$ cat src/hdl/trace_format_pkg.sv
package trace_format_pkg;

    // width of one word from the upstream FIFO
    localparam int word_width = 64;

    // units are packed back to back on this granularity
    localparam int align_width = 8;

    // largest logging unit, also the width of one assembled output word
    localparam int unit_width = 256;

    // length field at the bottom of every unit, counted in bits
    localparam int offset_width = 9;

    // alignment slots in one input word
    localparam int word_slots = word_width / align_width;

    // index of a slot inside one word
    localparam int slot_off_width = $clog2(word_slots);

    // unit length counted in slots, needs room for the full 256/8 = 32
    localparam int len_slots_width = $clog2(unit_width / align_width + 1);

    // input words needed to fill one output unit
    localparam int unit_words = unit_width / word_width;

    // one 64-bit segment seen two ways
    // raw is plain body data, hdr is the first segment of a unit
    typedef union packed {
        logic [word_width-1:0] raw;
        struct packed {
            logic [word_width-offset_width-1:0] payload;
            logic [offset_width-1:0]            len;
        } hdr;
    } trace_word_u;

endpackage

$ cat src/hdl/parser_ctrl_pkg.sv
package parser_ctrl_pkg;

    // high half of the shift buffer
    // hi_full means a word sits there waiting to move down
    typedef enum logic [0:0] {
        hi_empty,
        hi_full
    } hi_state_e;

    // low half of the shift buffer
    // header: the current slot offset points at the start of a unit
    // body: the current slot offset continues a unit from the last word
    typedef enum logic [1:0] {
        lo_empty,
        lo_header,
        lo_body
    } lo_state_e;

    // unit assembly
    typedef enum logic [1:0] {
        asm_wait_header,
        asm_wait_body,
        asm_done
    } asm_state_e;

endpackage

$ cat src/hdl/replay_shift_buffer.sv
`timescale 1ns/1ps

module replay_shift_buffer (
    input  logic                                    clk,
    input  logic                                    sync_rst_n,
    input  logic [trace_format_pkg::word_width-1:0] in_data,
    input  logic                                    in_empty,
    input  logic                                    out_almfull,
    output logic                                    in_rd_en,
    output logic                                    seg_valid,
    output trace_format_pkg::trace_word_u           seg_data,
    output logic [trace_format_pkg::offset_width-1:0] seg_len
);
    import trace_format_pkg::*;
    import parser_ctrl_pkg::*;

    hi_state_e hi_state;
    hi_state_e hi_state_next;
    lo_state_e lo_state;
    lo_state_e lo_state_next;

    // two words, slot view; upper word is the high half
    logic [2*word_slots-1:0][align_width-1:0] shift_buf;

    logic                       hi_is_full;
    logic                       lo_is_empty;
    logic                       hi_lo_shift;
    logic                       lo_out;
    logic                       lo_pad;
    logic                       lo_exhaust;
    logic                       lo_satisfied;
    logic [slot_off_width-1:0]  lo_off;
    logic [len_slots_width-1:0] lo_remain;
    logic [len_slots_width-1:0] lo_remain_reg;
    trace_word_u                lo_seg;

    assign hi_is_full  = (hi_state == hi_full);
    assign lo_is_empty = (lo_state == lo_empty);

    // one word taken from the current slot, may reach into the high half
    assign lo_seg.raw = shift_buf[lo_off +: word_slots];

    // remaining unit length in slots
    // header decodes it from the segment, body keeps it in a register
    always_comb begin
        case (lo_state)
            lo_header: lo_remain = lo_seg.hdr.len[offset_width-1 -: len_slots_width];
            lo_body:   lo_remain = lo_remain_reg;
            default:   lo_remain = '0;
        endcase
    end

    // zero length header means the stream ended inside this word
    // the rest of the low half is padding and gets dropped
    assign lo_pad = (lo_state == lo_header) && (lo_remain == '0);

    // only emit when high half is loaded so a segment never runs past valid data
    assign lo_out = hi_is_full && !lo_is_empty;

    // segment uses up everything left in the low half
    assign lo_exhaust = lo_pad ||
        ((lo_remain + len_slots_width'(lo_off)) >= len_slots_width'(word_slots));

    // unit tail fits in this segment
    assign lo_satisfied = (lo_remain <= len_slots_width'(word_slots));

    assign hi_lo_shift = hi_is_full && (lo_is_empty || (lo_out && lo_exhaust));

    // read when the high half is free now or frees up this cycle
    assign in_rd_en = !in_empty && !out_almfull && (!hi_is_full || hi_lo_shift);

    always_comb begin
        case (hi_state)
            hi_empty: hi_state_next = in_rd_en ? hi_full : hi_empty;
            // shift with a new read is a flow and stays full
            hi_full:  hi_state_next = (hi_lo_shift && !in_rd_en) ? hi_empty : hi_full;
            default:  hi_state_next = hi_empty;
        endcase
    end

    always_comb begin
        case (lo_state)
            lo_empty: lo_state_next = hi_lo_shift ? lo_header : lo_empty;
            lo_header, lo_body: begin
                if (hi_lo_shift) begin
                    // tail ends in the new low word or the unit still goes on
                    lo_state_next = lo_satisfied ? lo_header : lo_body;
                end else if (lo_out) begin
                    // unit ended inside the low half, next one starts there
                    lo_state_next = lo_header;
                end else begin
                    lo_state_next = lo_state;
                end
            end
            default: lo_state_next = lo_empty;
        endcase
    end

    always_ff @(posedge clk) begin
        if (!sync_rst_n) begin
            hi_state <= hi_empty;
            lo_state <= lo_empty;
            lo_off   <= '0;
        end else begin
            hi_state <= hi_state_next;
            lo_state <= lo_state_next;
            if (lo_is_empty || (lo_pad && hi_lo_shift)) begin
                lo_off <= '0;
            end else if ((hi_lo_shift && lo_satisfied) || (lo_out && !hi_lo_shift)) begin
                // wraps mod word_slots when the tail sits in the next word
                lo_off <= lo_off + lo_remain[slot_off_width-1:0];
            end
        end
    end

    // one full word consumed per shift while the unit continues
    always_ff @(posedge clk) begin
        if (hi_lo_shift && !lo_satisfied) begin
            lo_remain_reg <= lo_remain - len_slots_width'(word_slots);
        end
    end

    always_ff @(posedge clk) begin
        if (in_rd_en) begin
            shift_buf[word_slots +: word_slots] <= in_data;
        end
        if (hi_lo_shift) begin
            shift_buf[0 +: word_slots] <= shift_buf[word_slots +: word_slots];
        end
    end

    // register stage toward the assembler
    always_ff @(posedge clk) begin
        if (!sync_rst_n) begin
            seg_valid <= 1'b0;
        end else begin
            seg_valid <= lo_out && !lo_pad;
        end
        seg_data <= lo_seg;
        // back to bits
        seg_len  <= {lo_remain, {(offset_width-len_slots_width){1'b0}}};
    end

endmodule

$ cat src/hdl/unit_assembler.sv
`timescale 1ns/1ps

module unit_assembler (
    input  logic                                      clk,
    input  logic                                      sync_rst_n,
    input  logic                                      seg_valid,
    input  trace_format_pkg::trace_word_u             seg_data,
    input  logic [trace_format_pkg::offset_width-1:0] seg_len,
    output logic [trace_format_pkg::unit_width-1:0]   unit_data,
    output logic                                      unit_wr_en
);
    import trace_format_pkg::*;
    import parser_ctrl_pkg::*;

    asm_state_e asm_state;
    asm_state_e asm_state_next;

    logic [unit_words-1:0][word_width-1:0] unit_buf;

    // words stored so far for the current unit
    logic [$clog2(unit_words+1)-1:0] word_cnt;
    logic [offset_width-1:0]         unit_len;
    logic [offset_width-1:0]         covered_len;
    logic                            seg_fits;

    // bits held once the arriving body segment is stored
    assign covered_len = offset_width'((word_cnt + 1'b1) * word_width);

    // a header segment that already carries the whole unit
    assign seg_fits = (seg_len <= offset_width'(word_width));

    always_comb begin
        case (asm_state)
            asm_wait_header: begin
                if (seg_valid) begin
                    asm_state_next = seg_fits ? asm_done : asm_wait_body;
                end else begin
                    asm_state_next = asm_wait_header;
                end
            end
            asm_wait_body: begin
                if (seg_valid && (unit_len <= covered_len)) begin
                    asm_state_next = asm_done;
                end else begin
                    asm_state_next = asm_wait_body;
                end
            end
            asm_done: begin
                // next header may follow right away
                if (seg_valid) begin
                    asm_state_next = seg_fits ? asm_done : asm_wait_body;
                end else begin
                    asm_state_next = asm_wait_header;
                end
            end
            default: asm_state_next = asm_wait_header;
        endcase
    end

    always_ff @(posedge clk) begin
        if (!sync_rst_n) begin
            asm_state <= asm_wait_header;
            word_cnt  <= '0;
            unit_len  <= '0;
        end else begin
            asm_state <= asm_state_next;
            if (asm_state == asm_wait_body) begin
                word_cnt <= word_cnt + seg_valid;
            end else if (seg_valid) begin
                // a segment outside wait_body always opens a unit
                unit_len <= seg_len;
                word_cnt <= 1'b1;
            end
        end
    end

    always_ff @(posedge clk) begin
        if (seg_valid) begin
            if (asm_state == asm_wait_body) begin
                unit_buf[word_cnt[$clog2(unit_words)-1:0]] <= seg_data.raw;
            end else begin
                unit_buf[0] <= seg_data.raw;
            end
        end
    end

    // almost-full on the output is already applied at the input read
    assign unit_wr_en = (asm_state == asm_done);
    assign unit_data  = unit_buf;

endmodule

$ cat src/hdl/trace_parser_top.sv
`timescale 1ns/1ps

module trace_parser_top (
    input  logic                                    clk,
    input  logic                                    sync_rst_n,
    input  logic [trace_format_pkg::word_width-1:0] in_data,
    input  logic                                    in_empty,
    output logic                                    in_rd_en,
    input  logic                                    out_almfull,
    output logic [trace_format_pkg::unit_width-1:0] unit_data,
    output logic                                    unit_wr_en
);
    import trace_format_pkg::*;

    // registered segment link
    logic                    seg_valid;
    trace_word_u             seg_data;
    logic [offset_width-1:0] seg_len;

    // input side, two-word buffer and segment extraction
    replay_shift_buffer u_shift_buffer (
        .clk         (clk),
        .sync_rst_n  (sync_rst_n),
        .in_data     (in_data),
        .in_empty    (in_empty),
        .out_almfull (out_almfull),
        .in_rd_en    (in_rd_en),
        .seg_valid   (seg_valid),
        .seg_data    (seg_data),
        .seg_len     (seg_len)
    );

    // output side, one full unit per write
    unit_assembler u_assembler (
        .clk        (clk),
        .sync_rst_n (sync_rst_n),
        .seg_valid  (seg_valid),
        .seg_data   (seg_data),
        .seg_len    (seg_len),
        .unit_data  (unit_data),
        .unit_wr_en (unit_wr_en)
    );

endmodule

$ cat config.mk
export PLATFORM = sky130hd
export DESIGN_NAME = trace_parser_top
export DESIGN_NICKNAME = d
export VERILOG_FILES = /design/src/hdl/trace_format_pkg.sv /design/src/hdl/parser_ctrl_pkg.sv /design/src/hdl/replay_shift_buffer.sv /design/src/hdl/unit_assembler.sv /design/src/hdl/trace_parser_top.sv
export SDC_FILE = /design/constraint.sdc
export NUM_CORES = 1
export LEC_CHECK = 0
export ABC_AREA = 1
export BUFFER_PORTS_ARGS = -buffer_cell sky130_fd_sc_hd__buf_2
export CAP_MARGIN = 20
export CORE_ASPECT_RATIO = 0.9
export CORE_MARGIN = 2
export CORE_UTILIZATION = 50
export CTS_BUF_LIST = sky130_fd_sc_hd__clkbuf_8
export CTS_CLUSTER_SIZE = 10
export DETAILED_ROUTE_END_ITERATION = 6
export PLACE_DENSITY = 0.73
export SYNTH_ARGS = -nofsm -noshare
export SYNTH_HDL_FRONTEND = slang
export SYNTH_SLANG_ARGS = --single-unit
$ cat constraint.sdc
create_clock -name clk -period 6.73 [get_ports clk]
set_input_delay 1.6825 -clock clk [delete_from_list [all_inputs] [get_ports clk]]
set_output_delay 1.6825 -clock clk [all_outputs]
set_load 0.02 [all_outputs]
# ---- Word level (Yosys, flattened, before mapping)
# Index checks and enable logic that the tools add are counted.
dict set report totals {
  memories 0
  in_bits 68
  elab_cells 112
  ramBits 0
  out_inout_bits 258
  latchBits 0
  register_bits 478
  mem_bits_ro 0
}
dict set report op_classes {
  mux 19
  shifts 8
  reduce_logical 36
  n_bitwise 3
  n_addsub 5
  n_lt_le_gt_ge 6
  div 0
  n_eq_ne 5
  n_mul 0
}
# cell count
set op_table {}
lappend op_table {{bitwise mux 256 bit} 1}
lappend op_table {{demux 64 bit (select 2 bit)} 1}
lappend op_table {{two-way mux 64 bit} 2}
lappend op_table {{indexed part select 16 x 4 -> 8 bit} 8}
lappend op_table {{logical AND 1 bit} 14}
lappend op_table {{two-way mux 2 bit} 6}
lappend op_table {{one-hot mux 6 bit (2 select lines)} 1}
lappend op_table {{<= comparator 9 x 7 -> 1 bit (second input constant)} 1}
lappend op_table {{<= comparator 9 bit} 1}
lappend op_table {{logical NOT 1 bit} 8}
lappend op_table {{one-hot mux 2 bit (2 select lines)} 2}
lappend op_table {{adder 6 x 3 -> 6 bit} 1}
lappend op_table {{>= comparator 6 x 4 -> 1 bit (second input constant)} 1}
lappend op_table {{<= comparator 6 x 4 -> 1 bit (second input constant)} 1}
lappend op_table {{logical NOT 6 bit} 1}
lappend op_table {{two-way mux 3 bit} 2}
lappend op_table {{OR reduction 2 bit} 3}
lappend op_table {{subtractor 6 x 4 -> 6 bit (second input constant)} 1}
lappend op_table {{logical OR 1 bit} 5}
lappend op_table {{== test 2 x 1 -> 1 bit (second input constant)} 2}
lappend op_table {{== test 2 bit (second input constant)} 2}
lappend op_table {{logical NOT 2 bit} 2}
lappend op_table {{AND reduction 2 bit} 2}
lappend op_table {{adder 3 x 1 -> 3 bit} 1}
lappend op_table {{9 further kinds} 13}

# ---- Longest topological paths before layout
dict set report logic_depth {
  ltp_word 14
  ltp_mapped 25
  ltp_nobuf 23
}

# ---- Cells and area by module
# A second synthesis with hierarchy kept.
dict set report hier_totals {
  cells_unflattened 1414
  hier_area_um2 18197.5
}
# module area_per_inst_um2 seq_area_each_um2 instances cells_each
set modules_own_cells {}
lappend modules_own_cells {replay_shift_buffer 9127.5 5565.3 1 915}
lappend modules_own_cells {unit_assembler 9069.9 7967.6 1 499}

# ---- Worst setup path before layout
# Ideal clock, no wire load.
dict set report synth_timing {
  path_kind {register -> output}
  from {register u_shift_buffer.lo_off[0]}
  to {output in_rd_en}
  arrival_time_ps 3736
  path_buffers 2
  setup_slack_ps 1311
  stages_incl_launch_ff 22
  required_ps 5047
  path_cell_list {dfxtp_1 buf_6 buf_4 nand2_1 nand3_1 nand3_1 nand2_1 nand2_1 nand2_1 nand2_1 inv_1 ha_1 inv_1 fa_1 inv_1 nor3_1 nand3_1 nand2_2 inv_2 nand3_4 nand3_1 inv_1}
}
# element line
set synth_rtl {}
lappend synth_rtl {{start: declaration} replay_shift_buffer.sv:32} ;# logic [slot_off_width-1:0] lo_off;
lappend synth_rtl {{start signal: assignment} replay_shift_buffer.sv:111} ;# lo_off <= lo_off + lo_remain[slot_off_width-1:0];
lappend synth_rtl {{end: declaration} trace_parser_top.sv:8} ;# output logic in_rd_en,

==> reports/results.ini <==
[logic_synthesis]
ys_warn_count = 0
syn-instance-count = 1393
yosysSeqAreaShare = 0.7499
synth_top_area_frac = 0.6518
synthArstFlopShare = 0
synth.distinct_cells = 38
synth_area_leaders = edfxtp_1, dfxtp_1, nand2_1, nand3_1, o21ai_0
ys.flop_type = edfxtp_1
ys_ff_latch = 478
synth_nets = 1480
syn_area_um2 = 17970
syn_area_per_cell_um2 = 12.90
synth-edff-count = 390
synth.largest_area_cell = edfxtp_1

[detailed_routing]
post_drt_wl_per_cell_um = 18.57
dr.pass1.iters = 6
num_vias = 11610
ant_nets = 0
wl_mm = 42.26
drcViolationCount = 0
vias_per_cell = 5.102
first_iter_violations = 995

[cts]
post_cts_resized = 0
path_clk_slew_ns = 0.06
numClockSinks = 478
ctsHoldBuffers = 0
htreeDepth = 3
cts.path.max_buffers = 3
worstSkewPairLatency_ns = 0.62
cts_inserted_buffers = 77
cts_setup_buffers = 0
cts_root_buf = clkbuf_8
cts_tree = yes

[cells_and_area]
largest_reg_flops = 256
final_cell_mix = edfxtp_1, buf_2, nand2_1
drive_gt1_frac = 0.2681
final_common_cell = edfxtp_1
nets = 1833
final_area_um2 = 21460
area_growth_pct = 19.45

[global_route]
grt_max_degree = 94
grt_usage = 0.2252
grt_first_pass_wirelength_mm = 63.26
grt-ovfl-total = 0
antenna_found_initial = 3
grt_pass1_vias = 10840

[setup_path]
slowest_delay_ns = 0.47
reg2reg_depth = 18
crit_path_top_delay_cell = inv_6
worst_path_most_repeated_cell = nand2_1
start_kind = flop
cp.arrival_ns = 4.17
timing.rr.start = u_shift_buffer.lo_off[0]
worstPathRequired_ns = 5.05
end_kind = output port
r2r_slack_ns = 2.15
r2r-end = u_shift_buffer.shift_buf[28]
crit_chain = inv_6, nand2_1, nand3_1, nand3_1, nand2_1, nand2_1, nand2_1, nand2_1, inv_1, ha_1, inv_1, fa_1, inv_1, a21oi_1, nor2_1, nand3b_1, nand3_1, nor2_4, nand3_4, nand3_1, inv_2, buf_2
crit_fanout = 76
critPathKind = flop to output port

[sta]
fin_crit_sh = 0.8701
fin_crit_ns = 5.856
max_clock_freq_mhz = 170.8
fin_skew_ns = 0.03626
finalSetupViolations = 0
tns_ns = 0
relSlewSlack = 0.3757
finalMaxSlewViolations = 0
rsz0062_at_grt = no
hold_viol = 0
tightest_slew_ns = 0.9364

[power]
ir_drop_mv = 0.1518
internal-power_uw = 4473
power.clock.fraction = 0.403
p_leak_uw = 0.008599
power_frac_seq = 0.577
pwr-share-comb = 0.020
p_sw_uw = 1207
power.total_uw = 5680
p_per_area_nw_per_um2 = 264.7
p_sw_frac = 0.2125

[floorplanning]
die-area_um2 = 37470
std_cell_rows = 65
initial_core_util = 0.5102
die_h_um = 183.8
io_pins = 326
fp.dieW_um = 203.8
coreArea_um2 = 35220

[hold_path]
hp-start = u_shift_buffer.shift_buf[122]
hold_depth = 0
hp-class = flop to flop
min_to = u_shift_buffer.shift_buf[58]

[placement]
post-dp-hpwl_mm = 29.20
gp_congestion = 0.9072
postPlaceCellArea_um2 = 20020
port_buffers = 325

[job]
maxCapViolCount = 0

[run_status]
status = completed

-- power by group through the flow --
stage	clock (uW)	combinational [uW]	sequential (uW)
4_1_cts	2350	116	3280
5_1_grt	2490	131	3280
2_1_floorplan	0	68.7	3320
3_3_place_gp	0	113	3340
6_report	2290	115	3280
3_5_place_dp	0	115	3340
-- logic make-up after synthesis --
logic type | share of synthesized area
flip-flops | 0.7499
adder cells (fa/ha/maj) | 0.01365
AND/OR/NAND/NOR | 0.1200
XOR/XNOR | 0.001463
buffers and inverters | 0.04304
AO/OA/AOI/OAI | 0.05084
multiplexers | 0.02117
-- cell usage after synthesis (2+ instances only) --
| library cell | instances |
|---|---|
| a31o_2 | 2 |
| edfxtp_1 | 390 |
| buf_4 | 2 |
| nand3_2 | 9 |
| nand2_2 | 18 |
| a21oi_1 | 40 |
| buf_6 | 3 |
| inv_2 | 2 |
| dfxtp_1 | 88 |
| a31oi_1 | 2 |
| inv_1 | 121 |
| nor2_1 | 87 |
| nand2_1 | 241 |
| xnor2_1 | 3 |
| mux2i_1 | 38 |
| nor3_1 | 2 |
| clkbuf_1 | 34 |
| buf_2 | 10 |
| nand3_1 | 125 |
| nand3b_1 | 2 |
| nor2_2 | 3 |
| buf_1 | 15 |
| o21ai_0 | 120 |
| ha_1 | 18 |
| o211ai_1 | 4 |
| a22oi_1 | 2 |
-- how the worst max path moves through the flow --
stage | start | end | slack [ns] | cells after the start
final | u_shift_buffer.lo_off[0] | in_rd_en | 0.87 | 22
after global routing | u_shift_buffer.lo_off[0] | in_rd_en | 0.48 | 22
after CTS | u_shift_buffer.lo_off[0] | in_rd_en | 0.86 | 22
after detailed placement | u_shift_buffer.lo_off[0] | in_rd_en | 1.54 | 22
after global placement | u_shift_buffer.lo_off[0] | in_rd_en | 1.64 | 22
after floorplan | u_shift_buffer.lo_off[0] | in_rd_en | 1.31 | 21
-- stage by stage --
stage,setup slack (ns),hold slack [ns],utilization,instances
final,0.8741,0.4182,0.6095,2275
after global routing,0.4839,0.4272,0.6094,2274
after CTS,0.8554,0.4213,0.6094,2274
after detailed placement,1.543,0.4124,0.5685,2136
after global placement,1.638,0.4075,0.5685,2136
after floorplan,1.311,0.4003,-,1393
-- area by class of cell --
class | count | area (um2)
fill | 2742 | 13750
sequential | 478 | 13480
multi-input combinational | 726 | 3751
timing repair buffer | 339 | 1732
clock buffer | 80 | 1101
tap | 469 | 586.8
inverter | 124 | 470.5
clock inverter | 58 | 339.1
antenna | 1 | 2.502
-- metal layers --
metal,wire length [um],GRT usage,part of all wire,vias to the layer above
met5,13,0,0.00031,-
met4,1153,0.08701,0.027,2
met3,3410,0.04537,0.081,74
met2,19020,0.3363,0.45,550
met1,18650,0.3272,0.44,5433
li1,-,-,-,5549
-- worst max-delay path, delay by kind of cell, from the launching register on --
family	cells	cell delay [ns]
buf+inv	6	0.92
fa+ha+maj	2	0.58
flops	1	0.44
simple gates	13	1.54
compound gates	1	0.06
No activity file was read; power rests on OpenSTA's default activity.
